--- src/logic/core_pkg.sv ---
// core shared definitions
package core_pkg;

  typedef logic [63:0] xlen_t;
  typedef logic [4:0] reg_idx_t;

  localparam xlen_t PC_START = 64'h0;
  localparam logic [6:0] TRAP_OPCODE = 7'h6b;

  // major opcodes
  localparam logic [6:0] OPC_OP = 7'h33;
  localparam logic [6:0] OPC_OP_IMM = 7'h13;
  localparam logic [6:0] OPC_LUI = 7'h37;
  localparam logic [6:0] OPC_LOAD = 7'h03;
  localparam logic [6:0] OPC_STORE = 7'h23;
  localparam logic [6:0] OPC_BRANCH = 7'h63;
  localparam logic [6:0] OPC_JAL = 7'h6f;

  typedef enum logic [2:0] {
    ALU_ADD,
    ALU_SUB,
    ALU_AND,
    ALU_OR,
    ALU_XOR,
    ALU_PASS_B
  } alu_op_t;

  typedef struct packed {
    logic [6:0] funct7;
    reg_idx_t rs2;
    reg_idx_t rs1;
    logic [2:0] funct3;
    reg_idx_t rd;
    logic [6:0] opcode;
  } r_fmt_t;

  typedef struct packed {
    logic [11:0] imm;
    reg_idx_t rs1;
    logic [2:0] funct3;
    reg_idx_t rd;
    logic [6:0] opcode;
  } i_fmt_t;

  typedef struct packed {
    logic [6:0] imm_hi;
    reg_idx_t rs2;
    reg_idx_t rs1;
    logic [2:0] funct3;
    logic [4:0] imm_lo;
    logic [6:0] opcode;
  } s_fmt_t;

  typedef struct packed {
    logic imm12;
    logic [5:0] imm10_5;
    reg_idx_t rs2;
    reg_idx_t rs1;
    logic [2:0] funct3;
    logic [3:0] imm4_1;
    logic imm11;
    logic [6:0] opcode;
  } b_fmt_t;

  typedef struct packed {
    logic [19:0] imm31_12;
    reg_idx_t rd;
    logic [6:0] opcode;
  } u_fmt_t;

  typedef struct packed {
    logic imm20;
    logic [9:0] imm10_1;
    logic imm11;
    logic [7:0] imm19_12;
    reg_idx_t rd;
    logic [6:0] opcode;
  } j_fmt_t;

  // one instruction word, six ways to read it
  typedef union packed {
    r_fmt_t r_fmt;
    i_fmt_t i_fmt;
    s_fmt_t s_fmt;
    b_fmt_t b_fmt;
    u_fmt_t u_fmt;
    j_fmt_t j_fmt;
  } instr_u;

endpackage
--- src/logic/fetch_stage.sv ---
// instruction fetch
`timescale 1ns/1ps

module fetch_stage #(
  parameter int IMEM_WORDS = 64
) (
  input  logic                          clock_i,
  input  logic                          reset_i,
  input  logic                          run_i,
  input  logic                          halt_i,
  input  logic                          prog_we_i,
  input  logic [$clog2(IMEM_WORDS)-1:0] prog_addr_i,
  input  logic [31:0]                   prog_data_i,
  input  logic                          taken_i,
  input  core_pkg::xlen_t               target_i,
  output core_pkg::xlen_t               pc_o,
  output core_pkg::instr_u              instr_o
);
  import core_pkg::*;

  localparam int IDX_W = $clog2(IMEM_WORDS);

  logic [31:0] imem [IMEM_WORDS];

  // loading only allowed while idle
  always_ff @(posedge clock_i) begin
    if (prog_we_i && !run_i) begin
      imem[prog_addr_i] <= prog_data_i;
    end
  end

  always_ff @(posedge clock_i) begin
    if (reset_i) begin
      pc_o <= PC_START;
    end else if (run_i && !halt_i) begin
      pc_o <= taken_i ? target_i : pc_o + 64'd4;
    end
  end

  // word index wraps around the ram
  assign instr_o = imem[pc_o[IDX_W+1:2]];

  a_pc_aligned: assert property (@(posedge clock_i) disable iff (reset_i)
    pc_o[1:0] == 2'b00);

endmodule

--- config.mk ---
export PLATFORM = sky130hd
export DESIGN_NAME = fetch_stage
export DESIGN_NICKNAME = d
export VERILOG_FILES = /design/src/logic/core_pkg.sv /design/src/logic/fetch_stage.sv
export SDC_FILE = /design/constraint.sdc
export NUM_CORES = 2
export LEC_CHECK = 0
export ABC_AREA = 1
export BUFFER_PORTS_ARGS = -buffer_cell sky130_fd_sc_hd__buf_2
export CAP_MARGIN = 20
export CORE_ASPECT_RATIO = 2
export CORE_UTILIZATION = 27
export CTS_CLUSTER_SIZE = 10
export DETAILED_ROUTE_END_ITERATION = 8
export PLACE_DENSITY = 0.38
export SLEW_MARGIN = 20
export SYNTH_ARGS = -nofsm -noshare
export SYNTH_HDL_FRONTEND = slang
export SYNTH_SLANG_ARGS = --single-unit
export TNS_END_PERCENT = 10
--- constraint.sdc ---
create_clock -name clock_i -period 8.45 [get_ports clock_i]
set_input_delay 0.845 -clock clock_i [delete_from_list [all_inputs] [get_ports clock_i]]
set_output_delay 0.845 -clock clock_i [all_outputs]
set_load 0.005 [all_outputs]
# Yosys cells after proc, flatten, opt, wreduce, memory -nomap -nowiden

Memories as Yosys holds them, arrays and structs flattened. A register that Yosys moved wholly into a read port is not among the register bits.
Cells that the tools add are included.

Reduce and logical (&&, ||, !) cells: 4
Add/sub/neg operators: 1
Multiplexer cells: 5

Operator list:

| kind                  | number |
|---|---|
| $add 64x3->64 const B | 1 |
| $mux 64               | 1 |
| $mux 6                | 2 |
| $logic_and 1x1->1     | 2 |
| $logic_not 1->1       | 2 |
| $mux 1                | 2 |

Input bits: 108
Bits in registers: 64
Output and inout port bits: 96
Bits in writable memories: 2048
Memories kept: 1

Memory list:

| name | words | width | read ports | clocked after Yosys merged registers in | write ports | RTL line          | source |
|---|---|---|---|---|---|---|---|
| imem | 64    | 32    | 1          | 1                                       | 1           | fetch_stage.sv:23 | `logic [31:0] imem [IMEM_WORDS];` |

# Logic depth before layout (Yosys ltp)

Depth after elaboration: 4
Gate-level depth with buffers: 13
Gate-level depth less buffers: 12

# Worst setup path after synthesis

OpenSTA, ideal clock, no wires.

Path type: input to register
Start: input prog_we_i
End: memory imem[48][0] (enable)
Data required time: 7947 ps
Library setup time: 503 ps
Cell stages on the path: 4
Slack: 3329 ps
Path buffers: 0
Arrival time: 4619 ps
Cells stage by stage: inv_1 nor2_1 nand4_1 nor4_1

Cells in the longest elaborated chain, start to end: 3

RTL lines:

| element                      | RTL line          | source |
|---|---|---|
| from (decl)                  | fetch_stage.sv:11 | `input logic prog_we_i,` |
| $logic_and 1x1->1            | fetch_stage.sv:27 | `if (prog_we_i && !run_i) begin` |
| $mux 1                       | fetch_stage.sv:27 |  |
| $mux 1 (implied by the code) | fetch_stage.sv:28 | `imem[prog_addr_i] <= prog_data_i;` |
| to (decl)                    | fetch_stage.sv:23 |  |

No other way between the ends.

==> impl_results.md <==
- Status: completed
- Core ar.: 318000 sq um
- Sequential share of power: between 50 and 60%
- Crit. End Element: output pin
- Grt ovf: 0
- Synthesis Warnings: 0
- Fin. Hold Viols: 0
- Rel. slew slack: 26.1%
- GRT Overall Usage: about a fifth
- Synth-to-layout area growth: 14.1%
- Max VDD drop: about 0.00015 V
- Post-DP HPWL: 183 mm
- GP Congestion: 0.927
- Crit-path max FO: 145
- Minimum clock period: 5.65 ns
- TritonCTS Buffers: 238
- Syn Inst Count: 7413
- Largest net degree at the start of global routing: around 190
- Initial antenna violation count: 35
- Int Pwr: 0.0170 W
- Count of final setup violators: 0
- Syn nets: approximately 7500
- Max_cap viols: 0
- Fin. max-slew vios: 0
- WP data arrival: 4.80 ns
- Core Util, Final: 31.0%
- Footprint of the multi-input gates: 21000 sq um
- Layout cells sized above 1: 9.17%
- CTS tree: done
- Largest area contributor in the netlist: edfxtp_1
- Min Hold Slack: 0.167 ns
- Die Ht: 802 um
- Register Area: 62900 sq um
- Post-route ant nets: 0
- Cell Area, Synth: 86400 sq um
- Crit path kind: flop to output pin
- Die span in x: 402 um
- Nets: around 7700
- Synth area leaders: edfxtp_1 (71%), nand2_1 (7.4%), nand3_1 (7.2%)
- Drt first pass iters: 6
- Worst EP required: 7.61 ns
- RSZ-0062 raised after global routing: no
- Vias per cell: 5.02
- Tightest Pin Transition: roughly 1.1 ns
- Switching Fraction: approximately a quarter
- Die area: 323000 sq um
- Clock latency on the worst-skew pair: 0.90 ns
- Clk sinks: 2118
- Hold-fix buffers, CTS: 0
- Most frequent cells in the layout: edfxtp_1 (2048), nand2_1 (1708), nand3_1 (1243), nor2_1 (591), o21ai_0 (530)
- Comb pwr share: 7.0%
- Static leakage: 33.0 nW
- Avg WL per Cell: 28.6 um
- Clock Tree Buf Depth: 4
- Clock power frac: about 41%
- Fmax: roughly 180 MHz
- H-Tree Depth: 4
- Synthesis-stage register bit count: between 2000 and 2500
- Synth top area share: between 70 and 80%
- Post_cts resized: 0
- Mean Syn Cell Area: approximately 12 sq um
- CP Launch Type: flop
- Vias: 58800
- Skew final: 0.0243 ns
- Sequential share of the synthesized area: 72.8%
- # rows: 293
- Crit share post-route: 66.8%
- Port Buf Inserts: 203
- Worst Hold Class: primary input to flop
- CTS root buf: clkbuf_16
- Switching pwr: 0.00531 W
- # DRC: 0
- # Post-CTS Setup Buffers: 0
- Io pins: 204
- Starting density of the core: 27.2%
- First-pass GRT wire length: 465 mm
- Final setup TNS: 0 ns
- Vias in the first global route: roughly 58000
- Routed WL: 335 mm
- Initial drt markers: 5074
- Reg clk slew, reported paths: roughly 0.060 ns
- Commonest non-fill, non-tap cell in the layout: edfxtp_1
- Distinct cells, synth: 34
- Fillcell total: approximately 32000
- Power per cell area: 226 nW/um^2
==> registers in the layout (all words and copies together) (netlist names), named ones only <==
signal  cells
pc_o       64
imem     2048
==> per-stage QoR <==
stage | std cells | instance area (sq um) | power [W] | setup slack [ns]
2_1_floorplan | 7413 | 86400 | 0.0126 | 3.33
3_3_place_gp | 11400 | 92400 | 0.0134 | 3.72
3_5_place_dp | 11400 | 92400 | 0.0134 | 3.75
4_1_cts | 11700 | 98600 | 0.0225 | 2.76
5_1_grt | 11700 | 98600 | 0.0229 | 2.52
6_report | 11700 | 98600 | 0.0223 | 2.80
==> cell families after synthesis <==
logic type / after synthesis / share of synthesized area, %
fa+ha+maj: 1 / 0.0145
xor+xnor: 1 / 0.0101
simple gates: 3638 / 17.7
flops: 2118 / 72.8
buf+inv: 690 / 3.48
compound gates: 965 / 6.01
==> Yosys cell counts (all sizes together) <==
| cell type | count |
|---|---|
| a211oi | 1 |
| a21oi | 172 |
| a22oi | 10 |
| a311oi | 1 |
| a31oi | 15 |
| buf | 265 |
| clkbuf | 214 |
| clkinv | 2 |
| dfxtp | 70 |
| edfxtp | 2048 |
| ha | 1 |
| inv | 209 |
| nand2 | 1709 |
| nand3 | 1243 |
| nand3b | 3 |
| nand4 | 13 |
| nor2 | 650 |
| nor3 | 6 |
| nor4 | 13 |
| o211ai | 25 |
| o21ai | 544 |
| o21bai | 2 |
| o22ai | 192 |
| o311ai | 3 |
| or3 | 1 |
| xor2 | 1 |
==> final timing paths <==
kind | startpoint | end | slack, ns | depth (start not counted)
worst max-delay path | flop | instr_o[31] | 2.80 | 11
worst min-delay path | target_i[0] | pc_o[0]$_SDFFE_PP0P_ | 0.17 | 3
worst max register to register | pc_o[2]$_SDFFE_PP0P_ | pc_o[38]$_SDFFE_PP0P_ | 4.95 | 9
worst min register to register | pc_o[63]$_SDFFE_PP0P_ | pc_o[63]$_SDFFE_PP0P_ | 0.52 | 2
==> power by group through the flow <==
stage	clock network, W	registers [W]	logic, W
floorplan	0	0.0118	0.000784
global route	0.00963	0.0116	0.00170
global placement	0	0.0118	0.00158
CTS	0.00934	0.0116	0.00159
finish	0.00909	0.0116	0.00156
detailed placement	0	0.0118	0.00159
==> critical path: stages, from the launching register on <==
cell and delay (ns):
dfxtp_4 0.54, inv_8 0.53, buf_12 0.46, nand2_1 0.10, nand3_1 0.11, nand3_1 0.12, nand3_1 0.13, nand3_1 0.32
nand2_1 0.49, nand2_1 0.19, nand2_1 0.21, buf_2 0.22
==> area by class of cell <==
class | count | share of cell area (%)
sequential | 2118 | 63.8
multi-input combinational | 4605 | 21.3
clock buffer | 267 | 6.26
tap | 4130 | 5.24
timing repair buffer | 368 | 2.53
inverter | 211 | 0.835
antenna | 15 | 0.0381
clock inverter | 3 | 0.0114
==> layer usage <==
metal | global-route usage [%] | part of all wire (%)
met1 | 23.3 | 38
met5 | 0 | 0.0090
met4 | 9.99 | 5.4
met3 | 2.36 | 4.3
met2 | 37.1 | 52
Note: power is estimated with default switching activity, not from simulation.
