### src/logic/core_pkg.sv
// core shared definitions
package core_pkg;

  typedef logic [63:0] xlen_t;
  typedef logic [4:0] reg_idx_t;

  localparam xlen_t PC_START = 64'h0;
  localparam logic [6:0] TRAP_OPCODE = 7'h6b;

  // major opcodes
  localparam logic [6:0] OPC_OP = 7'h33;
  localparam logic [6:0] OPC_OP_IMM = 7'h13;
  localparam logic [6:0] OPC_LUI = 7'h37;
  localparam logic [6:0] OPC_LOAD = 7'h03;
  localparam logic [6:0] OPC_STORE = 7'h23;
  localparam logic [6:0] OPC_BRANCH = 7'h63;
  localparam logic [6:0] OPC_JAL = 7'h6f;

  typedef enum logic [2:0] {
    ALU_ADD,
    ALU_SUB,
    ALU_AND,
    ALU_OR,
    ALU_XOR,
    ALU_PASS_B
  } alu_op_t;

  typedef struct packed {
    logic [6:0] funct7;
    reg_idx_t rs2;
    reg_idx_t rs1;
    logic [2:0] funct3;
    reg_idx_t rd;
    logic [6:0] opcode;
  } r_fmt_t;

  typedef struct packed {
    logic [11:0] imm;
    reg_idx_t rs1;
    logic [2:0] funct3;
    reg_idx_t rd;
    logic [6:0] opcode;
  } i_fmt_t;

  typedef struct packed {
    logic [6:0] imm_hi;
    reg_idx_t rs2;
    reg_idx_t rs1;
    logic [2:0] funct3;
    logic [4:0] imm_lo;
    logic [6:0] opcode;
  } s_fmt_t;

  typedef struct packed {
    logic imm12;
    logic [5:0] imm10_5;
    reg_idx_t rs2;
    reg_idx_t rs1;
    logic [2:0] funct3;
    logic [3:0] imm4_1;
    logic imm11;
    logic [6:0] opcode;
  } b_fmt_t;

  typedef struct packed {
    logic [19:0] imm31_12;
    reg_idx_t rd;
    logic [6:0] opcode;
  } u_fmt_t;

  typedef struct packed {
    logic imm20;
    logic [9:0] imm10_1;
    logic imm11;
    logic [7:0] imm19_12;
    reg_idx_t rd;
    logic [6:0] opcode;
  } j_fmt_t;

  // one instruction word, six ways to read it
  typedef union packed {
    r_fmt_t r_fmt;
    i_fmt_t i_fmt;
    s_fmt_t s_fmt;
    b_fmt_t b_fmt;
    u_fmt_t u_fmt;
    j_fmt_t j_fmt;
  } instr_u;

endpackage
### src/logic/wb_commit.sv
// write-back and commit record
`timescale 1ns/1ps

module wb_commit (
  input  logic               clock_i,
  input  logic               reset_i,
  input  logic               exec_i,
  input  core_pkg::xlen_t    pc_i,
  input  core_pkg::instr_u   instr_i,
  input  core_pkg::reg_idx_t rd_i,
  input  logic               rd_wen_i,
  input  logic               mem_ren_i,
  input  core_pkg::xlen_t    alu_result_i,
  input  core_pkg::xlen_t    load_data_i,
  input  core_pkg::xlen_t    a0_i,
  output logic               rd_wen_o,
  output core_pkg::reg_idx_t rd_o,
  output core_pkg::xlen_t    rd_wdata_o,
  output logic               halt_o,
  output logic               commit_valid_o,
  output core_pkg::xlen_t    commit_pc_o,
  output logic [31:0]        commit_instr_o,
  output logic               commit_wen_o,
  output core_pkg::reg_idx_t commit_rd_o,
  output core_pkg::xlen_t    commit_wdata_o,
  output logic               trap_o,
  output logic [7:0]         trap_code_o,
  output core_pkg::xlen_t    cycle_cnt_o,
  output core_pkg::xlen_t    instr_cnt_o
);
  import core_pkg::*;

  logic is_trap;

  assign rd_wdata_o = mem_ren_i ? load_data_i : alu_result_i;
  assign rd_wen_o = exec_i && rd_wen_i;
  assign rd_o = rd_i;
  assign is_trap = (instr_i.r_fmt.opcode == TRAP_OPCODE);

  always_ff @(posedge clock_i) begin
    if (exec_i) begin
      commit_pc_o <= pc_i;
      commit_instr_o <= instr_i;
      commit_wen_o <= rd_wen_i;
      commit_rd_o <= rd_i;
      commit_wdata_o <= rd_wdata_o;
    end
  end

  always_ff @(posedge clock_i) begin
    if (reset_i) begin
      commit_valid_o <= 1'b0;
      trap_o <= 1'b0;
      trap_code_o <= '0;
      cycle_cnt_o <= '0;
      instr_cnt_o <= '0;
    end else begin
      commit_valid_o <= exec_i;
      if (exec_i) begin
        cycle_cnt_o <= cycle_cnt_o + 64'd1;
        instr_cnt_o <= instr_cnt_o + 64'd1;
        if (is_trap) begin
          trap_o <= 1'b1;
          trap_code_o <= a0_i[7:0];
        end
      end
    end
  end

  // trap is sticky, so it stops the core
  assign halt_o = trap_o;

  a_no_commit_halted: assert property (@(posedge clock_i) disable iff (reset_i)
    trap_o |=> !commit_valid_o);

endmodule

### config.mk
export PLATFORM = sky130hd
export DESIGN_NAME = wb_commit
export DESIGN_NICKNAME = d
export VERILOG_FILES = /design/src/logic/core_pkg.sv /design/src/logic/wb_commit.sv
export SDC_FILE = /design/constraint.sdc
export NUM_CORES = 1
export LEC_CHECK = 0
export ABC_AREA = 1
export BUFFER_PORTS_ARGS = -buffer_cell sky130_fd_sc_hd__buf_2
export CAP_MARGIN = 15
export CORE_AREA = 4 4 257 259
export DETAILED_ROUTE_END_ITERATION = 16
export DIE_AREA = 0 0 261 263
export HOLD_SLACK_MARGIN = 0.15
export MAX_ROUTING_LAYER = met4
export PLACE_DENSITY = 0.43
export SYNTH_ARGS = -nofsm -noshare
export SYNTH_HDL_FRONTEND = slang
export SYNTH_SLANG_ARGS = --single-unit
export TNS_END_PERCENT = 50
### constraint.sdc
create_clock -name clock_i -period 1.9 [get_ports clock_i]
set_clock_uncertainty 0.2 [all_clocks]
set_input_delay 0.19 -clock clock_i [delete_from_list [all_inputs] [get_ports clock_i]]
set_output_delay 0.19 -clock clock_i [all_outputs]
set_load 0.02 [all_outputs]
---- Word level (Yosys, flattened, before mapping) ----
Index checks and enable logic that the tools add are counted.
operators by class
  multiplexer cells ....................... 1
  shift-type cells ........................ 0
  reduce and logical (&&, ||, !) cells .... 2
  bitwise logic cells ..................... 0
  equality and inequality tests ........... 1
  $mul .................................... 0
  $lt $le $gt $ge ......................... 0
  add/sub/neg operators ................... 2
  div/mod/pow operators ................... 0
operators with widths
  cell                                                              number
  64-bit by 1-bit adder with 64-bit output (second input constant)  2
  64-bit 2-to-1 mux                                                 1
  7-bit equality test (second input constant)                       1
  2-bit AND reduction                                               1
  1-bit logical AND                                                 1
word-level totals
  bits in read-only memories .............. 0
  word-level logic and storage cells ...... 16
  register bits ........................... 304
  output and inout port bits .............. 375
  memories ................................ 0
  bits of input ports ..................... 298
  RAM bits ................................ 0
  latch bits .............................. 0

---- Depth between registers and ports, before layout ----
  depth in word-level cells ............... 2
  depth in mapped cells ................... 10
  mapped depth without buffers ............ 10

---- Least setup slack after synthesis ----
No wires, ideal clock.
  path kind ............................... reg-to-reg
  from .................................... reg instr_cnt_o[1]
  to ...................................... reg instr_cnt_o[54]
  data arrival time ....................... 1.555 ns
  cell stages (with the launch flop) ...... 11
  path slack .............................. 0.029 ns
  clock period less this slack ............ 1.871 ns
  required time ........................... 1.585 ns
  buffers on the path ..................... 0
  library setup time ...................... 0.115 ns
  cells stage by stage .................... dfxtp_1 -> ha_1 -> inv_1 -> nor2_1 -> nand2_1 -> nor2_2 -> nand2_2 -> nor2_4 -> nand3_1 -> nand2_1 -> nor2_1
on the way
  cells in the longest elaborated chain, start to end .. 1
RTL lines
  item                                      line             source
  start, declared                           wb_commit.sv:29  output core_pkg::xlen_t instr_cnt_o
  start signal, assigned                    wb_commit.sv:61  instr_cnt_o <= instr_cnt_o + 64'd1;
  64-bit by 1-bit adder with 64-bit output  wb_commit.sv:61
Every way passes these cells.
A chain may end at the register's enable or synchronous reset.

---- Worst setup path in the final report ----
  from .................................... in load_data_i[55]
  to ...................................... out rd_wdata_o[55]
on the way
  cells in the longest elaborated chain, start to end .. 1
RTL lines
  item               line             source
  start, declared    wb_commit.sv:14  input core_pkg::xlen_t load_data_i,
  64-bit 2-to-1 mux  wb_commit.sv:35  assign rd_wdata_o = mem_ren_i ? load_data_i : alu_result_i;
  end, declared      wb_commit.sv:18  output core_pkg::xlen_t rd_wdata_o,
Every way passes these cells.

==> run metrics <==
Startpoint Class=primary input; Worst Reg-to-Reg Cells=11; Mapped Cells=1,585; initial antenna violation count=30; most frequent cells in the layout=614 x buf_2, 349 x nand2_1, 316 x dlygate4sd3_1; fin crit period=1.87 ns; Worst setup EP type=output pin; vias per inst=4.29; Pwr Density=729 mW/mm2; DRC Markers=0; register area share after synthesis=56.1%; Required @ worst endpoint=1.51 ns; Clock Sinks=304; CTS Buf Count=40; mux contribution to synthesized area=5.22%; Arr. time, crit path=1.48 ns; post-synthesis xor/xnor area fraction=0.889%; share of cells above drive strength 1=39.2%; vias in the first global route=15.6k; worst slack, placed=-0.0455 ns; final hold slack=0.147 ns; Slew @ Worst Pin=0.657 ns; ANT nets after route=0; via count=15.5k; RSZ-0062 raised after global routing=true; cells along the critical path=dlygate4sd3_1 > buf_2 > mux2_2 > buf_2; FF-to-FF setup slack=0.05 ns; Post-Place Cells=3,200; CP top delay family=buffers and inverters; share of the synthesized area in the top cell type=36.1%; Min-Delay Endpoint=instr_cnt_o[0]$_SDFFE_PP0P_; Max Cap Viol=0; Worst Hold Class=primary input to register; Crit-path slowest cell=dlygate4sd3_1; CTS root buf=clkbuf_16; final WL=76,100 um; hold path depth=5; most common cell after layout, fill and taps aside=buf_2; clock buffer depth=3; Initial DRC Count=1,053; status=finished, final reports clean; crit-path max FO=2; Netlist cell types=36; port bufs=616; core footprint=0.0639 mm2; CTS tree=done; fin crit share=98.5%; main combinational cell family by area after synthesis=simple AND/OR/NAND/NOR gates; switch share=26.9%; Design Power=17.6 mW; largest net degree at the start of global routing=72; 1st-pass router iterations=5; Yosys reg bits=304; Die Y=263 um; H-Tree Depth=2; DP HPWL=62,200 um; fill count=6,566; Tot GR Track Use=21.6%; maximum clock rate=534 MHz; Final WS setup=0.0278 ns; Register Area=0.00779 mm2; first-pass GRT wire length=106,000 um; total grt overflow=0; Cell Area, Synth=0.0138 mm2; Initial Utilization=21.6%; final setup violation count=0; Crit Path Class=primary input to output pin; synth warn=0; hold path startpoint=exec_i; I/O Pins=673; Final Wtd Congestion=0.916; Pleak=10.1 nW; VDD IR-drop max=0.527 mV; final non-filler cell total=3,610; largest area contributor in the netlist=edfxtp_1; internal cell power=12.8 mW; Worst-path clk slew=0.05 ns; Top cell by count, worst path=buf_2; die area=0.0686 mm2; compound-gate portion of the synthesized area=4.62%; Max Slew Vio Count=0; Final Util=37.7%; row count=93; r2r endpoint=cycle_cnt_o[31]$_SDFFE_PP0P_; Hold Vio Cnt, Final=0; drt wl/cell=21.1 um; adder-cell share of the synthesized area=0.181%; layout overhead on the synthesized area=74.7%; Worst Path Buf+Inv=3; NetSw=4.73 mW; reg2reg start=cycle_cnt_o[0]$_SDFFE_PP0P_; area of the multi-input gates=0.00563 mm2; Final nets=3,010; Synth Area in Simple Gates=27.5%; clk_lat worst skew=0.58 ns; Syn Nets=1,885; dominant cells by area after synthesis=edfxtp_1 36%, dfxtp_1 20%, nand2_1 9.9%; Seq pwr share=42.0%; Comb pwr share=14.6%; Rel. slew slack=56.2%; Avg Cell Area, Syn=8.71 um2; width of the die=261 um; crit path launch=load_data_i[55]; CP max stage delay=0.63 ns; clock power share=43.4%
[worst max-delay path by stage]
stage / cells past startpoint / endpoint
6_report: 4 / rd_wdata_o[55]
5_1_grt: 8 / cycle_cnt_o[36]$_SDFFE_PP0P_
4_1_cts: 8 / cycle_cnt_o[50]$_SDFFE_PP0P_
3_5_place_dp: 9 / instr_cnt_o[54]$_SDFFE_PP0P_
3_3_place_gp: 9 / instr_cnt_o[54]$_SDFFE_PP0P_
2_1_floorplan: 10 / instr_cnt_o[54]$_SDFFE_PP0P_
[layout make-up]
class,instances,share of cell area (%)
Sequential cell,304,32.3
Inverter,157,2.44
Tap cell,855,4.44
Timing Repair Buffer,1114,31.9
Multi-Input combinational cell,1093,23.3
Clock inverter,11,0.690
Antenna cell,13,0.135
Clock buffer,63,4.72
[power by group through the flow]
stage	clock (mW)	combinational [mW]	sequential [mW]
after floorplan	0	0.432	7.94
after global placement	0	1.98	7.52
after detailed placement	0	1.98	7.52
after CTS	7.83	2.57	7.38
after global routing	8.14	2.70	7.41
final	7.62	2.57	7.39
[state kept, by name, indices dropped and copies added (netlist names)]
| register | flops |
|---|---|
| cycle_cnt_o | 64 |
| instr_cnt_o | 64 |
| commit_instr_o | 32 |
| commit_valid_o | 1 |
| trap_code_o | 8 |
| commit_wen_o | 1 |
| commit_wdata_o | 64 |
| commit_rd_o | 5 |
| halt_o | 1 |
| commit_pc_o | 64 |
[synthesized netlist by cell type, drive strengths merged]
cell    count
nand4      27
xor2        9
o21ba       1
inv       155
nand2     372
o21bai      6
a211oi      2
and3        1
dfxtp     138
nor3b       4
ha          2
a31oi       5
and2        4
nor2b       1
buf        16
clkbuf     15
nand3      89
xnor2       5
mux2       64
clkinv      2
o21ai      42
nor2      363
edfxtp    166
a21oi      59
o21a        4
nor3       33
[routing by layer]
metal | vias to the layer above | share of wire, % | track usage [%]
met3 | 127 | 6.5 | 5.00
met4 | 0 | 3.7 | 6.85
met2 | 545 | 50 | 37.6
met1 | 7310 | 40 | 24.6
li1 | 7495 | - | -
met5 | - | 0 | -
[kinds of logic after synthesis]
| group | Yosys count |
|---|---|
| muxes | 64 |
| adders and majority gates | 2 |
| and+or+nand+nor | 894 |
| DFF | 304 |
| xor gates and xnor gates | 14 |
| buffers and inverters | 188 |
| AOI/OAI and AO/OA | 119 |
[per-stage QoR]
stage          TNS [ns]  cell area (um2)
6_report              0            24100
5_1_grt          -0.280            24100
4_1_cts         -0.0477            23600
3_5_place_dp     -0.107            19200
3_3_place_gp     -0.108            19200
2_1_floorplan         0            13800
[worst min-delay path, delay by kind of cell]
family,cells,cell delay [ns]
compound gates,1,0.03
buf+inv,2,0.47
simple gates,2,0.16
[repair_timing]
item,CTS,global route
hold buffers,315,2
pin swaps,0,20
endpoints found under the setup margin,7,92
hold endpoints to repair,370,3
buffers inserted,0,6
cloned,0,0
resized for setup,4,138
Power figures use the tool's default switching activity.
