[config.mk]
export PLATFORM = sky130hd
export DESIGN_NAME = exec_stage_flat
export DESIGN_NICKNAME = d
export VERILOG_FILES = /design/src/logic/core_pkg.sv /design/src/logic/exec_bus_if.sv /design/src/logic/exec_stage.sv /design/src/flat_wrapper.sv
export SDC_FILE = /design/constraint.sdc
export NUM_CORES = 1
export LEC_CHECK = 0
export BUFFER_PORTS_ARGS = -buffer_cell sky130_fd_sc_hd__buf_2
export CAP_MARGIN = 20
export CORE_AREA = 3 3 192 194
export DETAILED_ROUTE_END_ITERATION = 10
export DIE_AREA = 0 0 195 197
export PLACE_DENSITY = 0.68
export SLEW_MARGIN = 40
export SYNTH_ARGS = -nofsm -noshare
export SYNTH_HDL_FRONTEND = slang
export SYNTH_SLANG_ARGS = --single-unit
[constraint.sdc]
create_clock -name vclk -period 10
set_input_delay 3 -clock vclk [all_inputs]
set_output_delay 3 -clock vclk [all_outputs]
set_load 0.01 [all_outputs]
[src/logic/core_pkg.sv]
// core shared definitions
package core_pkg;

  typedef logic [63:0] xlen_t;
  typedef logic [4:0] reg_idx_t;

  localparam xlen_t PC_START = 64'h0;
  localparam logic [6:0] TRAP_OPCODE = 7'h6b;

  // major opcodes
  localparam logic [6:0] OPC_OP = 7'h33;
  localparam logic [6:0] OPC_OP_IMM = 7'h13;
  localparam logic [6:0] OPC_LUI = 7'h37;
  localparam logic [6:0] OPC_LOAD = 7'h03;
  localparam logic [6:0] OPC_STORE = 7'h23;
  localparam logic [6:0] OPC_BRANCH = 7'h63;
  localparam logic [6:0] OPC_JAL = 7'h6f;

  typedef enum logic [2:0] {
    ALU_ADD,
    ALU_SUB,
    ALU_AND,
    ALU_OR,
    ALU_XOR,
    ALU_PASS_B
  } alu_op_t;

  typedef struct packed {
    logic [6:0] funct7;
    reg_idx_t rs2;
    reg_idx_t rs1;
    logic [2:0] funct3;
    reg_idx_t rd;
    logic [6:0] opcode;
  } r_fmt_t;

  typedef struct packed {
    logic [11:0] imm;
    reg_idx_t rs1;
    logic [2:0] funct3;
    reg_idx_t rd;
    logic [6:0] opcode;
  } i_fmt_t;

  typedef struct packed {
    logic [6:0] imm_hi;
    reg_idx_t rs2;
    reg_idx_t rs1;
    logic [2:0] funct3;
    logic [4:0] imm_lo;
    logic [6:0] opcode;
  } s_fmt_t;

  typedef struct packed {
    logic imm12;
    logic [5:0] imm10_5;
    reg_idx_t rs2;
    reg_idx_t rs1;
    logic [2:0] funct3;
    logic [3:0] imm4_1;
    logic imm11;
    logic [6:0] opcode;
  } b_fmt_t;

  typedef struct packed {
    logic [19:0] imm31_12;
    reg_idx_t rd;
    logic [6:0] opcode;
  } u_fmt_t;

  typedef struct packed {
    logic imm20;
    logic [9:0] imm10_1;
    logic imm11;
    logic [7:0] imm19_12;
    reg_idx_t rd;
    logic [6:0] opcode;
  } j_fmt_t;

  // one instruction word, six ways to read it
  typedef union packed {
    r_fmt_t r_fmt;
    i_fmt_t i_fmt;
    s_fmt_t s_fmt;
    b_fmt_t b_fmt;
    u_fmt_t u_fmt;
    j_fmt_t j_fmt;
  } instr_u;

endpackage
[src/logic/exec_bus_if.sv]
// decode to execute bus
`timescale 1ns/1ps

interface exec_bus_if;
  import core_pkg::*;

  xlen_t pc;
  instr_u instr;
  alu_op_t alu_op;
  xlen_t op1;
  xlen_t op2;
  xlen_t store_data;
  reg_idx_t rd;
  logic rd_wen;
  logic mem_ren;
  logic mem_wen;
  logic is_branch;
  logic branch_ne;
  logic is_jal;
  xlen_t branch_offset;

  modport decode_mp (
    output pc, instr, alu_op, op1, op2, store_data, rd,
    output rd_wen, mem_ren, mem_wen, is_branch, branch_ne, is_jal, branch_offset
  );

  modport exec_mp (
    input pc, instr, alu_op, op1, op2, store_data, rd,
    input rd_wen, mem_ren, mem_wen, is_branch, branch_ne, is_jal, branch_offset
  );

endinterface

[src/logic/exec_stage.sv]
// alu and branch resolution
`timescale 1ns/1ps

module exec_stage (
  exec_bus_if.exec_mp     bus,
  output core_pkg::xlen_t alu_result_o,
  output logic            taken_o,
  output core_pkg::xlen_t target_o
);
  import core_pkg::*;

  logic operands_eq;
  logic branch_hit;

  always_comb begin
    case (bus.alu_op)
      ALU_ADD: begin
        alu_result_o = bus.op1 + bus.op2;
      end
      ALU_SUB: begin
        alu_result_o = bus.op1 - bus.op2;
      end
      ALU_AND: begin
        alu_result_o = bus.op1 & bus.op2;
      end
      ALU_OR: begin
        alu_result_o = bus.op1 | bus.op2;
      end
      ALU_XOR: begin
        alu_result_o = bus.op1 ^ bus.op2;
      end
      ALU_PASS_B: begin
        alu_result_o = bus.op2;
      end
      default: begin
        alu_result_o = '0;
      end
    endcase
  end

  assign operands_eq = (bus.op1 == bus.op2);

  // bne flips the sense of the compare
  assign branch_hit = bus.is_branch && (operands_eq ^ bus.branch_ne);

  assign taken_o = bus.is_jal || branch_hit;
  assign target_o = bus.pc + bus.branch_offset;

endmodule

[src/flat_wrapper.sv]
// flat-port wrapper written by rule: the top's interface ports become plain ports
module exec_stage_flat import core_pkg::*;
  (alu_result_o, taken_o, target_o, bus_pc, bus_instr, bus_alu_op, bus_op1, bus_op2, bus_store_data, bus_rd, bus_rd_wen, bus_mem_ren, bus_mem_wen, bus_is_branch, bus_branch_ne, bus_is_jal, bus_branch_offset);
  exec_bus_if bus_i ();
  output core_pkg::xlen_t alu_result_o;
  output logic taken_o;
  output core_pkg::xlen_t target_o;
  input wire logic [$bits(bus_i.pc)-1:0] bus_pc;
  input wire logic [$bits(bus_i.instr)-1:0] bus_instr;
  input wire logic [$bits(bus_i.alu_op)-1:0] bus_alu_op;
  input wire logic [$bits(bus_i.op1)-1:0] bus_op1;
  input wire logic [$bits(bus_i.op2)-1:0] bus_op2;
  input wire logic [$bits(bus_i.store_data)-1:0] bus_store_data;
  input wire logic [$bits(bus_i.rd)-1:0] bus_rd;
  input wire logic [$bits(bus_i.rd_wen)-1:0] bus_rd_wen;
  input wire logic [$bits(bus_i.mem_ren)-1:0] bus_mem_ren;
  input wire logic [$bits(bus_i.mem_wen)-1:0] bus_mem_wen;
  input wire logic [$bits(bus_i.is_branch)-1:0] bus_is_branch;
  input wire logic [$bits(bus_i.branch_ne)-1:0] bus_branch_ne;
  input wire logic [$bits(bus_i.is_jal)-1:0] bus_is_jal;
  input wire logic [$bits(bus_i.branch_offset)-1:0] bus_branch_offset;
  assign bus_i.pc = bus_pc;
  assign bus_i.instr = bus_instr;
  assign bus_i.alu_op = bus_alu_op;
  assign bus_i.op1 = bus_op1;
  assign bus_i.op2 = bus_op2;
  assign bus_i.store_data = bus_store_data;
  assign bus_i.rd = bus_rd;
  assign bus_i.rd_wen = bus_rd_wen;
  assign bus_i.mem_ren = bus_mem_ren;
  assign bus_i.mem_wen = bus_mem_wen;
  assign bus_i.is_branch = bus_is_branch;
  assign bus_i.branch_ne = bus_branch_ne;
  assign bus_i.is_jal = bus_is_jal;
  assign bus_i.branch_offset = bus_branch_offset;
  exec_stage u_core (.bus(bus_i), .alu_result_o(alu_result_o), .taken_o(taken_o), .target_o(target_o));
endmodule
==> Yosys cells after proc, flatten, opt, wreduce, memory -nomap -nowiden <==
Index checks and enable logic that the tools add are counted.
{ "word_totals": {"out_inout_bits": 129, "word_cells": 17, "reg_bits": 0, "in_bits": 366} }
{ "op_classes": {"add_sub_neg": 3, "n_mux": 1, "bitwise": 4, "n_reduce_logical": 3, "n_eq_ne": 6} }
{ "ops": {"columns": ["operator", "n"], "rows": [
  ["case mux 64 bit (6 select lines)", 1],
  ["adder 64 bit", 2],
  ["AND 64 bit", 1],
  ["== test 64 bit", 1],
  ["OR 64 bit", 1],
  ["subtractor 64 bit", 1],
  ["bitwise XOR 64 bit", 1],
  ["== test 3 x 2 -> 1 bit (second input constant)", 2],
  ["== test 3 bit (second input constant)", 2],
  ["== test 3 x 1 -> 1 bit (second input constant)", 1],
  ["zero test 3 bit", 1],
  ["logical AND 1 bit", 1],
  ["logical OR 1 bit", 1],
  ["bitwise XOR 1 bit", 1]
]} }

==> Logic depth before layout (Yosys ltp) <==
{ "depth": {"depth_word": 4, "ltp_mapped": 15, "mapped_depth_nobuf": 15} }

==> Worst setup path after synthesis <==
OpenSTA, ideal clock, no wires.
{ "synth_timing": {"path_type": "input-to-output", "startpoint": "in bus_op2[3]", "endpoint": "out alu_result_o[57]", "path_buffers": 1, "required_ns": 7.000, "t_arrival_ns": 6.066, "setup_slack_ns": 0.934, "stages": 13, "path_cell_list": "inv_1 > ha_1 > buf_2 > o41ai_2 > nand4_1 > a21oi_2 > a31oi_2 > o31a_1 > o21ai_2 > a311oi_2 > o311ai_1 > mux2_1 > a221o_1"} }
{ "synth_via": {"elab_chain_cells": 2, "elab_cells_between_ends": 3, "cone_classes": "2 x add/sub; 1 x mux"} }
{ "synth_lines": {"columns": ["element", "line", "text"], "rows": [
  ["from (decl)", "flat_wrapper.sv:12", "input wire logic [$bits(bus_i.op2)-1:0] bus_op2;"],
  ["subtractor 64 bit or adder 64 bit (tied branches)", "exec_stage.sv:21, exec_stage.sv:18", null],
  ["case mux 64 bit (6 select lines) *", "exec_stage.sv:16", "case (bus.alu_op)"],
  ["to (decl)", "flat_wrapper.sv:5", "output core_pkg::xlen_t alu_result_o;"]
]} }
Mark *: on every way between the ends. The rest lies on a longest branch, timed or not.

==> Final worst setup path <==
{ "layout_timing": {"startpoint": "in bus_op2[1]", "endpoint": "out alu_result_o[62]"} }
The elaborated chain is that of the path after synthesis.

==> impl_results.md <==
* Antenna-violating nets left at 0
* YS warnings at 0
* Total wire length at roughly 65000 um
* Fmax at 0.100 GHz
* Final design utilization at 0.494
* Final period util at 0.996
* Reg area at 0 um^2
* Crit path from: bus_op2[1]
* Max incr delay on CP at 0.47 ns
* Commonest non-fill, non-tap cells in the layout: 389 x buf_2, 304 x a21oi_1, 266 x ha_1
* Synth Instances at 2290
* Core footprint at 35400 um^2
* Hold Path Depth at 3
* DRC Markers at 0
* Int Pwr at between 400 and 500 uW
* Cts hold-fix bufs at 0
* GRT Total Usage at 0.314
* Global route total overflow at 0
* Critical Path AT at ~7.0 ns
* WP data required at 7.00 ns
* Worst slew margin at 0.447
* Multi-input logic area at 13500 um^2
* Switch share at 0.616
* GPL Wtd Cong at 1.03
* Top cell type's share of synthesized area at 0.226
* Worst-path maximum fanout at 4
* Critical path endpoint category: output pin
* # rows at just under 70
* 1st-pass router iterations at 6
* Worst hold endpoint: taken_o
* Mapped Avg Cell Area at 6.46 um^2
* Io pins at 495
* Critical path's slowest cell: fa_1
* Flop pwr share at 0
* Die Y at 197 um
* CP top delay family: compound AO/OA/AOI/OAI gates
* Fin. max-slew vios at 0
* Run status: completed
* Post-synth top area cell: ha_1
* Design Area, Final at between 15000 and 20000 um^2
* Crit path cell chain: buf_2 -> inv_1 -> buf_4 -> fa_1 -> nor2b_1 -> o31ai_1 -> a22o_1 -> o21ai_2 -> a21oi_1 -> o41a_1 -> o2111ai_1 -> a311oi_2 -> nor3_1 -> nor2_1 -> mux2_2 -> o22ai_2 -> buf_2
* WL per Instance at 21.2 um
* Vias per cell at 6.14
* Max cap viols at 0
* Synth top area cells: ha_1 23%, a21oi_1 10%, nor2_1 6.3%
* Setup TNS at 0 ns
* Dpl hpwl at 53400 um
* Largest net degree at the start of global routing at 99
* Area delta synth->final at 18.2%
* Crit start category: primary input
* Sequential-to-total area share from yosys stat at 0
* Worst path most repeated cell: buf_2
* Total Power at 1230 uW
* HP Class: in2out
* Number of global-route vias before repair at 17900
* Commonest non-fill, non-tap cell in the layout: buf_2
* Layout Nets at 3267
* Final hold vios at 0
* Crit Path Category: in2out
* Die W at 195 um
* Min-delay src: bus_is_jal
* Min cycle time layout at 9.96 ns
* Power Density at ~70 nW/um^2
* Antenna violations before repair at 7
* Peak supply drop at approximately 0.000057 V
* Post-synth cell types at 99
* Placed insts at 3088
* Combinational cell fraction of total power at 1.000
* Share of layout cells above drive strength 1 at 0.206
* Routed via count at roughly 19000
* Area of the mapped netlist at 14800 um^2
* Clk pwr share at 0
* Unrepaired setup endpoints after global routing: true
* Switching pwr at roughly 760 uW
* Sequential cell count at 0
* Actual slew at the worst max-slew pin at ~0.83 ns
* Leak Pwr at 0.00862 uW
* Die ar. at 38400 um^2
* Buf/Inv on CP at 4
* Cell Count, Final, Fillers Out at 3094
* Starting Density at 0.418
* First-pass GRT wire length at 98800 um
* Synth Net Count at 2926
* Fillers at 3685
* Post-DP Area at around 17000 um^2
* Clock buffer count in the final layout at 0
* Final setup vio count at 0
* 1st-iter DRT viols at around 1800
* Port Buffers at 391
-- cell type report --
class	instances	share of cell area
Multi-Input combinational cell	1934	0.770
Timing Repair Buffer	475	0.149
Inverter	220	0.0473
Tap cell	461	0.0330
Antenna cell	4	0.000572
-- routing by layer --
layer	up-vias	wire, um	track usage
met2	941	30600	0.542
met5	-	57	0
met4	8	2610	0.109
met1	8891	27000	0.406
li1	9011	-	-
met3	141	5140	0.0345
-- tightest hold or removal path, cell delays in order --
cell	delay [ns]
buf_2	0.08
a21o_1	0.07
buf_2	0.12
-- worst max path at each step --
| stage | end | slack [ns] | cells after the start |
|---|---|---|---|
| 2_1_floorplan | alu_result_o[57] | 0.93 | 13 |
| 3_3_place_gp | alu_result_o[57] | 0.14 | 16 |
| 3_5_place_dp | alu_result_o[59] | 0.1 | 17 |
| 4_1_cts | alu_result_o[59] | 0.05 | 17 |
| 5_1_grt | alu_result_o[59] | -0.08 | 18 |
| 6_report | alu_result_o[62] | 0.04 | 17 |
-- logic make-up after synthesis --
kind of cell | Yosys count | synth area share
mux | 15 | 0.0112
buf+inv | 356 | 0.0950
fa+ha+maj | 270 | 0.230
xor+xnor | 95 | 0.0562
simple gates | 634 | 0.199
compound gates | 920 | 0.408
-- cells in the mapped netlist, drive strengths merged (26+ instances only) --
master,n
xor2,26
ha,267
a21o,69
xnor2,69
a21oi,309
o211ai,32
nor3,37
inv,216
o21ai,173
buf,40
a211oi,31
nand2,149
o21bai,50
nand3,42
clkbuf,96
a22oi,41
nor2,247
nand4,35
-- per-stage QoR --
stage	hold WS [ns]	setup WS (ns)
finish	6.26	0.0388
global route	6.26	-0.0766
CTS	6.26	0.0529
detailed placement	6.26	0.0991
global placement	6.26	0.138
floorplan	6.10	0.934
-- power groups by stage --
stage	clock, uW	combinational (uW)	sequential, uW
2_1_floorplan	0	753	0
3_3_place_gp	0	1180	0
3_5_place_dp	0	1190	0
4_1_cts	0	1200	0
5_1_grt	0.0000268	1330	0
6_report	0.0000537	1230	0
-- repair_timing --
action | in CTS | in global routing
endpoints found under the setup margin | 0 | 5
resized for setup | 0 | 8
buffers inserted | 0 | 2
(Power assumes the default switching activity.)
