`src/logic/core_pkg.sv`:
```
// core shared definitions
package core_pkg;

  typedef logic [63:0] xlen_t;
  typedef logic [4:0] reg_idx_t;

  localparam xlen_t PC_START = 64'h0;
  localparam logic [6:0] TRAP_OPCODE = 7'h6b;

  // major opcodes
  localparam logic [6:0] OPC_OP = 7'h33;
  localparam logic [6:0] OPC_OP_IMM = 7'h13;
  localparam logic [6:0] OPC_LUI = 7'h37;
  localparam logic [6:0] OPC_LOAD = 7'h03;
  localparam logic [6:0] OPC_STORE = 7'h23;
  localparam logic [6:0] OPC_BRANCH = 7'h63;
  localparam logic [6:0] OPC_JAL = 7'h6f;

  typedef enum logic [2:0] {
    ALU_ADD,
    ALU_SUB,
    ALU_AND,
    ALU_OR,
    ALU_XOR,
    ALU_PASS_B
  } alu_op_t;

  typedef struct packed {
    logic [6:0] funct7;
    reg_idx_t rs2;
    reg_idx_t rs1;
    logic [2:0] funct3;
    reg_idx_t rd;
    logic [6:0] opcode;
  } r_fmt_t;

  typedef struct packed {
    logic [11:0] imm;
    reg_idx_t rs1;
    logic [2:0] funct3;
    reg_idx_t rd;
    logic [6:0] opcode;
  } i_fmt_t;

  typedef struct packed {
    logic [6:0] imm_hi;
    reg_idx_t rs2;
    reg_idx_t rs1;
    logic [2:0] funct3;
    logic [4:0] imm_lo;
    logic [6:0] opcode;
  } s_fmt_t;

  typedef struct packed {
    logic imm12;
    logic [5:0] imm10_5;
    reg_idx_t rs2;
    reg_idx_t rs1;
    logic [2:0] funct3;
    logic [3:0] imm4_1;
    logic imm11;
    logic [6:0] opcode;
  } b_fmt_t;

  typedef struct packed {
    logic [19:0] imm31_12;
    reg_idx_t rd;
    logic [6:0] opcode;
  } u_fmt_t;

  typedef struct packed {
    logic imm20;
    logic [9:0] imm10_1;
    logic imm11;
    logic [7:0] imm19_12;
    reg_idx_t rd;
    logic [6:0] opcode;
  } j_fmt_t;

  // one instruction word, six ways to read it
  typedef union packed {
    r_fmt_t r_fmt;
    i_fmt_t i_fmt;
    s_fmt_t s_fmt;
    b_fmt_t b_fmt;
    u_fmt_t u_fmt;
    j_fmt_t j_fmt;
  } instr_u;

endpackage
```
`src/logic/exec_bus_if.sv`:
```
// decode to execute bus
`timescale 1ns/1ps

interface exec_bus_if;
  import core_pkg::*;

  xlen_t pc;
  instr_u instr;
  alu_op_t alu_op;
  xlen_t op1;
  xlen_t op2;
  xlen_t store_data;
  reg_idx_t rd;
  logic rd_wen;
  logic mem_ren;
  logic mem_wen;
  logic is_branch;
  logic branch_ne;
  logic is_jal;
  xlen_t branch_offset;

  modport decode_mp (
    output pc, instr, alu_op, op1, op2, store_data, rd,
    output rd_wen, mem_ren, mem_wen, is_branch, branch_ne, is_jal, branch_offset
  );

  modport exec_mp (
    input pc, instr, alu_op, op1, op2, store_data, rd,
    input rd_wen, mem_ren, mem_wen, is_branch, branch_ne, is_jal, branch_offset
  );

endinterface

```
`src/logic/decode_stage.sv`:
```
// instruction decode
`timescale 1ns/1ps

module decode_stage (
  input  core_pkg::xlen_t    pc_i,
  input  core_pkg::instr_u   instr_i,
  output core_pkg::reg_idx_t rs1_o,
  output core_pkg::reg_idx_t rs2_o,
  input  core_pkg::xlen_t    rs1_data_i,
  input  core_pkg::xlen_t    rs2_data_i,
  exec_bus_if.decode_mp      bus
);
  import core_pkg::*;

  logic [6:0] opcode;
  xlen_t i_imm;
  xlen_t s_imm;
  xlen_t b_imm;
  xlen_t u_imm;
  xlen_t j_imm;

  function automatic alu_op_t funct_to_alu(input logic [2:0] funct3, input logic sub);
    case (funct3)
      3'b000: return sub ? ALU_SUB : ALU_ADD;
      3'b100: return ALU_XOR;
      3'b110: return ALU_OR;
      3'b111: return ALU_AND;
      default: return ALU_ADD;
    endcase
  endfunction

  assign opcode = instr_i.r_fmt.opcode;

  assign i_imm = {{52{instr_i.i_fmt.imm[11]}}, instr_i.i_fmt.imm};
  assign s_imm = {{52{instr_i.s_fmt.imm_hi[6]}}, instr_i.s_fmt.imm_hi, instr_i.s_fmt.imm_lo};
  assign b_imm = {{51{instr_i.b_fmt.imm12}}, instr_i.b_fmt.imm12, instr_i.b_fmt.imm11,
                  instr_i.b_fmt.imm10_5, instr_i.b_fmt.imm4_1, 1'b0};
  assign u_imm = {{32{instr_i.u_fmt.imm31_12[19]}}, instr_i.u_fmt.imm31_12, 12'h000};
  assign j_imm = {{43{instr_i.j_fmt.imm20}}, instr_i.j_fmt.imm20, instr_i.j_fmt.imm19_12,
                  instr_i.j_fmt.imm11, instr_i.j_fmt.imm10_1, 1'b0};

  // trap reads a0 on the first port for its code
  assign rs1_o = (opcode == TRAP_OPCODE) ? reg_idx_t'(10) : instr_i.r_fmt.rs1;
  assign rs2_o = instr_i.r_fmt.rs2;

  assign bus.pc = pc_i;
  assign bus.instr = instr_i;
  assign bus.store_data = rs2_data_i;

  always_comb begin
    bus.alu_op = ALU_ADD;
    bus.op1 = rs1_data_i;
    bus.op2 = rs2_data_i;
    bus.rd = '0;
    bus.rd_wen = 1'b0;
    bus.mem_ren = 1'b0;
    bus.mem_wen = 1'b0;
    bus.is_branch = 1'b0;
    bus.branch_ne = 1'b0;
    bus.is_jal = 1'b0;
    bus.branch_offset = b_imm;
    case (opcode)
      OPC_OP: begin
        bus.alu_op = funct_to_alu(instr_i.r_fmt.funct3, instr_i.r_fmt.funct7[5]);
        bus.rd = instr_i.r_fmt.rd;
        bus.rd_wen = 1'b1;
      end
      OPC_OP_IMM: begin
        bus.alu_op = funct_to_alu(instr_i.i_fmt.funct3, 1'b0);
        bus.op2 = i_imm;
        bus.rd = instr_i.i_fmt.rd;
        bus.rd_wen = 1'b1;
      end
      OPC_LUI: begin
        bus.alu_op = ALU_PASS_B;
        bus.op2 = u_imm;
        bus.rd = instr_i.u_fmt.rd;
        bus.rd_wen = 1'b1;
      end
      OPC_LOAD: begin
        bus.op2 = i_imm;
        bus.rd = instr_i.i_fmt.rd;
        bus.rd_wen = 1'b1;
        bus.mem_ren = 1'b1;
      end
      OPC_STORE: begin
        bus.op2 = s_imm;
        bus.mem_wen = 1'b1;
      end
      OPC_BRANCH: begin
        bus.is_branch = 1'b1;
        bus.branch_ne = instr_i.b_fmt.funct3[0];
      end
      OPC_JAL: begin
        // link value comes out of the alu as pc + 4
        bus.op1 = pc_i;
        bus.op2 = 64'd4;
        bus.rd = instr_i.j_fmt.rd;
        bus.rd_wen = 1'b1;
        bus.is_jal = 1'b1;
        bus.branch_offset = j_imm;
      end
      default: begin
      end
    endcase
  end

endmodule

```
`src/flat_wrapper.sv`:
```
// flat-port wrapper written by rule: the top's interface ports become plain ports
module decode_stage_flat import core_pkg::*;
  (pc_i, instr_i, rs1_o, rs2_o, rs1_data_i, rs2_data_i, bus_pc, bus_instr, bus_alu_op, bus_op1, bus_op2, bus_store_data, bus_rd, bus_rd_wen, bus_mem_ren, bus_mem_wen, bus_is_branch, bus_branch_ne, bus_is_jal, bus_branch_offset);
  exec_bus_if bus_i ();
  input  core_pkg::xlen_t pc_i;
  input  core_pkg::instr_u instr_i;
  output core_pkg::reg_idx_t rs1_o;
  output core_pkg::reg_idx_t rs2_o;
  input  core_pkg::xlen_t rs1_data_i;
  input  core_pkg::xlen_t rs2_data_i;
  output wire logic [$bits(bus_i.pc)-1:0] bus_pc;
  output wire logic [$bits(bus_i.instr)-1:0] bus_instr;
  output wire logic [$bits(bus_i.alu_op)-1:0] bus_alu_op;
  output wire logic [$bits(bus_i.op1)-1:0] bus_op1;
  output wire logic [$bits(bus_i.op2)-1:0] bus_op2;
  output wire logic [$bits(bus_i.store_data)-1:0] bus_store_data;
  output wire logic [$bits(bus_i.rd)-1:0] bus_rd;
  output wire logic [$bits(bus_i.rd_wen)-1:0] bus_rd_wen;
  output wire logic [$bits(bus_i.mem_ren)-1:0] bus_mem_ren;
  output wire logic [$bits(bus_i.mem_wen)-1:0] bus_mem_wen;
  output wire logic [$bits(bus_i.is_branch)-1:0] bus_is_branch;
  output wire logic [$bits(bus_i.branch_ne)-1:0] bus_branch_ne;
  output wire logic [$bits(bus_i.is_jal)-1:0] bus_is_jal;
  output wire logic [$bits(bus_i.branch_offset)-1:0] bus_branch_offset;
  assign bus_pc = bus_i.pc;
  assign bus_instr = bus_i.instr;
  assign bus_alu_op = bus_i.alu_op;
  assign bus_op1 = bus_i.op1;
  assign bus_op2 = bus_i.op2;
  assign bus_store_data = bus_i.store_data;
  assign bus_rd = bus_i.rd;
  assign bus_rd_wen = bus_i.rd_wen;
  assign bus_mem_ren = bus_i.mem_ren;
  assign bus_mem_wen = bus_i.mem_wen;
  assign bus_is_branch = bus_i.is_branch;
  assign bus_branch_ne = bus_i.branch_ne;
  assign bus_is_jal = bus_i.is_jal;
  assign bus_branch_offset = bus_i.branch_offset;
  decode_stage u_core (.pc_i(pc_i), .instr_i(instr_i), .rs1_o(rs1_o), .rs2_o(rs2_o), .rs1_data_i(rs1_data_i), .rs2_data_i(rs2_data_i), .bus(bus_i));
endmodule
```
`config.mk`:
```
export PLATFORM = sky130hd
export DESIGN_NAME = decode_stage_flat
export DESIGN_NICKNAME = d
export VERILOG_FILES = /design/src/logic/core_pkg.sv /design/src/logic/exec_bus_if.sv /design/src/logic/decode_stage.sv /design/src/flat_wrapper.sv
export SDC_FILE = /design/constraint.sdc
export NUM_CORES = 1
export LEC_CHECK = 0
export ABC_AREA = 1
export BUFFER_PORTS_ARGS = -buffer_cell sky130_fd_sc_hd__buf_4
export CAP_MARGIN = 20
export CORE_AREA = 2 2 232 234
export DETAILED_ROUTE_END_ITERATION = 16
export DIE_AREA = 0 0 234 236
export PLACE_DENSITY = 0.3
export SYNTH_ARGS = -nofsm -noshare
export SYNTH_HDL_FRONTEND = slang
export SYNTH_SLANG_ARGS = --single-unit
```
`constraint.sdc`:
```
create_clock -name vclk -period 3.45
set_input_delay 0.69 -clock vclk [all_inputs]
set_output_delay 0.69 -clock vclk [all_outputs]
set_load 0.01 [all_outputs]
```
* Yosys cells after proc, flatten, opt, wreduce, memory -nomap -nowiden
Index checks and enable logic that the tools add are counted.
** Storage, ports and cells
- Bits in registers :: 0
- Input port bits :: 224
- Output and inout port bits :: 376
- Word-level logic and storage cells :: 29
** Operators by class
- Eq/ne operators :: 11
- Multiplexer cells :: 15
- Reductions and logical operators :: 3
** Operator list (count)
- 64-bit one-hot mux with 4 select lines :: 1
- 64-bit two-way mux :: 1
- 7-bit by 6-bit == test with 1-bit output (second input constant) :: 3
- 7-bit == test (second input constant) :: 3
- 20-bit two-way mux :: 1
- 3-bit one-hot mux with 3 select lines :: 2
- 3-bit one-hot mux with 4 select lines :: 1
- 5-bit two-way mux :: 2
- 3-bit == test (second input constant) :: 3
- 7-bit by 2-bit == test with 1-bit output (second input constant) :: 1
- 7-bit by 5-bit == test with 1-bit output (second input constant) :: 1
- 1-bit two-way mux :: 7
- 5-bit OR reduction :: 1
- 3-bit zero test :: 1
- 2-bit OR reduction :: 1

* Logic depth before layout (Yosys ltp)
- Word-level depth :: 3
- Gate-level depth with buffers :: 9
- Gate-level depth less buffers :: 8

* Worst setup path after synthesis
No wires, ideal clock.
- Kind :: input-to-output
- From :: in instr_i[1] in the netlist's numbering
- To :: out bus_op2[13]
- Data arrival time :: 1.643 ns
- Data required time :: 2.760 ns
- Path slack :: 1.117 ns
- Stages :: 7
- Buffers on the path :: 1
- Path through :: nand2_1 nor2_1 nand2_2 nor2_4 buf_2 nor2_1 nand2_1
** On the way
- Cells in the longest elaborated chain, start to end :: 3
- Elaborated cells on any way between the ends :: 7
- Those cells by class :: eq/ne: 5; mux: 1; reduce/logical: 1
** RTL lines
- start, declared :: RTL line flat_wrapper.sv:6 : input core_pkg::instr_u instr_i;
- 7-bit by 2-bit == test with 1-bit output / 7-bit by 5-bit == test with 1-bit output (equally long branches)
- 2-bit OR reduction (no line)
- 64-bit one-hot mux with 4 select lines * :: RTL line decode_stage.sv:62 : case (opcode)
- end, declared :: RTL line flat_wrapper.sv:15 : output wire logic [$bits(bus_i.op2)-1:0] bus_op2;
Mark *: on every way between the ends. The rest lies on a longest branch, timed or not.

* Worst setup path in the final report
- From :: in instr_i[1] in the netlist's numbering
- To :: out bus_op2[30]
The elaborated chain is that of the path after synthesis.

==> impl_metrics.ini <==
[drt]
detailedRoute.firstIterationViolations = 157
drtAntennaViolNets = 0
vias_per_cell = 3.05
post_drt_wl_per_cell_um = 15.5
vias = 5545
firstDrtPassIters = 4
wl_mm = 28.1
drc_errors = 0

[global_route]
grt_start_max_net_pins = 77
first_global_vias = 5311
met3_usage = 0.00834
grtUsageMet2 = 0.187
grtUsageTotal = 0.0919
grt.overflow.total = 0
grtUsageMet1 = 0.105
grt_pass1_wl_mm = 36.9
top_usage_layer = met2
antenna_found_initial = 0

[placement]
gp_congestion = 0.788
dpl_cell_area_um2 = 7590
preCtsSetupSlack_ns = 0.375
hpwl_mm = 24.6
io_buffers = 599

[die]
core-area_um2 = 53100
fp.dieH_um = 236
initial_utilization = 0.0715
die_w_um = 234
pin_count = 600
fp-row-count = 85
die-area_um2 = 55200

[layout]
layout.nets = 1347
nFillCells = 6253
nFlopsAndLatches = 0
final_area_um2 = 7590
area_delta_synth_final_pct = 100
nClkBuffers = 0
ff_latch_area_um2 = 0
final_layout_size_suffix_gt1_frac = 0.563
diodes = 0
layout_commonest_cell = buf_4
layout_common_cells = buf_4, nand2_1, nor2_1

[hold_path]
hold_depth = 2
hold_end = bus_store_data[49]
min_from = rs2_data_i[49]
hold_path_class = input pin to primary output

[pwr]
ir_worst_vdd_uv = 39.1
leakage_nw = 4.56
powerDensity_nw_per_um2 = 122

[critical_path]
worstPathRequired_ns = 2.76
cp_max_fo = 51
cp-start-kind = input pin
end_kind = primary output
cp.arrival_ns = 2.28
critPathKind = input pin to primary output

[synth]
synth_cell_types = 18
syn_area_per_cell_um2 = 5.07
yosysTopAreaCell = buf_4
netlist_area_um2 = 3790
synthCells = 748
syn-num-nets = 972
ys_seq_area_frac = 0
synth.area.top_cells = buf_4, nand2_1, nand3_1, nor2_1, buf_2
synth-warning-count = 0
yosysTopAreaCellShare = 0.428

[cts]
postCtsHoldBufs = 0
cts_resized = 0
cts_setup_buffers = 0

[timing]
timing.final.ws_setup_ns = 0.478
maxSlewHeadroom = 0.627
fmax_mhz = 337
setup_violations = 0
tightest_slew_ns = 0.558
hold_violations = 0
rsz0062_at_grt = false
setup-tns-final_ns = 0
fin_crit_ns = 2.97
slew_viol_final = 0
finalCritPeriodShare = 0.861

[outcome]
outcome = finished, final reports clean

[run]
maxCapViolCount = 0
[critical path, stage by stage]
cell and delay, ns:
buf_4 0.11, nand2_1 0.19, nor2_2 0.09, nand2_1 0.14
nand2_1 0.16, nor2_8 0.28, buf_12 0.27, nand2_1 0.11
nand2_1 0.07, buf_4 0.12
[Yosys cell counts]
cell type and instances:
nand2_2 2, nor2_8 1, nor4_1 1, nor2_2 1, clkbuf_1 4, inv_1 26, nand3_1 31, conb_1 1
inv_2 3, nor2_1 40, buf_6 6, buf_4 216, nor2_4 1, buf_2 21, nor3_1 3, nand2_1 372
o211ai_1 1, o21ai_0 18
[metal layers]
| metal | share of wire | wire length [um] |
|---|---|---|
| met2 | 0.54 | 15200 |
| met3 | 0.066 | 1850 |
| met1 | 0.39 | 10900 |
| met5 | 0 | 0 |
| met4 | 0.0059 | 166 |
[cells by family (layout without fill, tap and decap cells)]
kind of cell | Yosys count | in the layout | share of synthesized area
AO/OA/AOI/OAI | 19 | 19 | 0.0257
AND/OR/NAND/NOR | 452 | 452 | 0.468
buffers and inverters | 276 | 649 | 0.506
other | 1 | 1 | 0.000989
[worst max path at each step]
stage | startpoint | endpoint | slack (ns)
floorplan | instr_i[1] | bus_op2[13] | 1.12
global placement | instr_i[1] | bus_op2[16] | 0.38
detailed placement | instr_i[4] | bus_op2[16] | 0.38
CTS | instr_i[4] | bus_op2[16] | 0.38
global route | instr_i[1] | bus_op2[50] | 0.29
finish | instr_i[1] | bus_op2[30] | 0.48
[per-stage QoR]
stage                     total power [mW]  hold slack (ns)  std cells   util
after floorplan                      0.435             1.43        748      -
after global placement               0.956             1.57       1817  0.143
after detailed placement             0.946             1.57       1817  0.143
after CTS                            0.949             1.57       1817  0.143
after global routing                  1.00             1.57       1817  0.143
final                                0.926             1.57       1817  0.143
[cell type report]
type / count / area [um^2] / share of cell area
inverters: 29 / 109 / 0.0143
multi-input cells: 472 / 1890 / 0.249
well taps: 696 / 871 / 0.115
repair buffers: 620 / 4720 / 0.622
[power by group]
| part | switching [mW] | internal [mW] |
|---|---|---|
| Clock | 0 | 0 |
| Combinational | 0.433 | 0.493 |
| Sequential | 0 | 0 |
| Total | 0.433 | 0.493 |
Power figures use the tool's default switching activity.
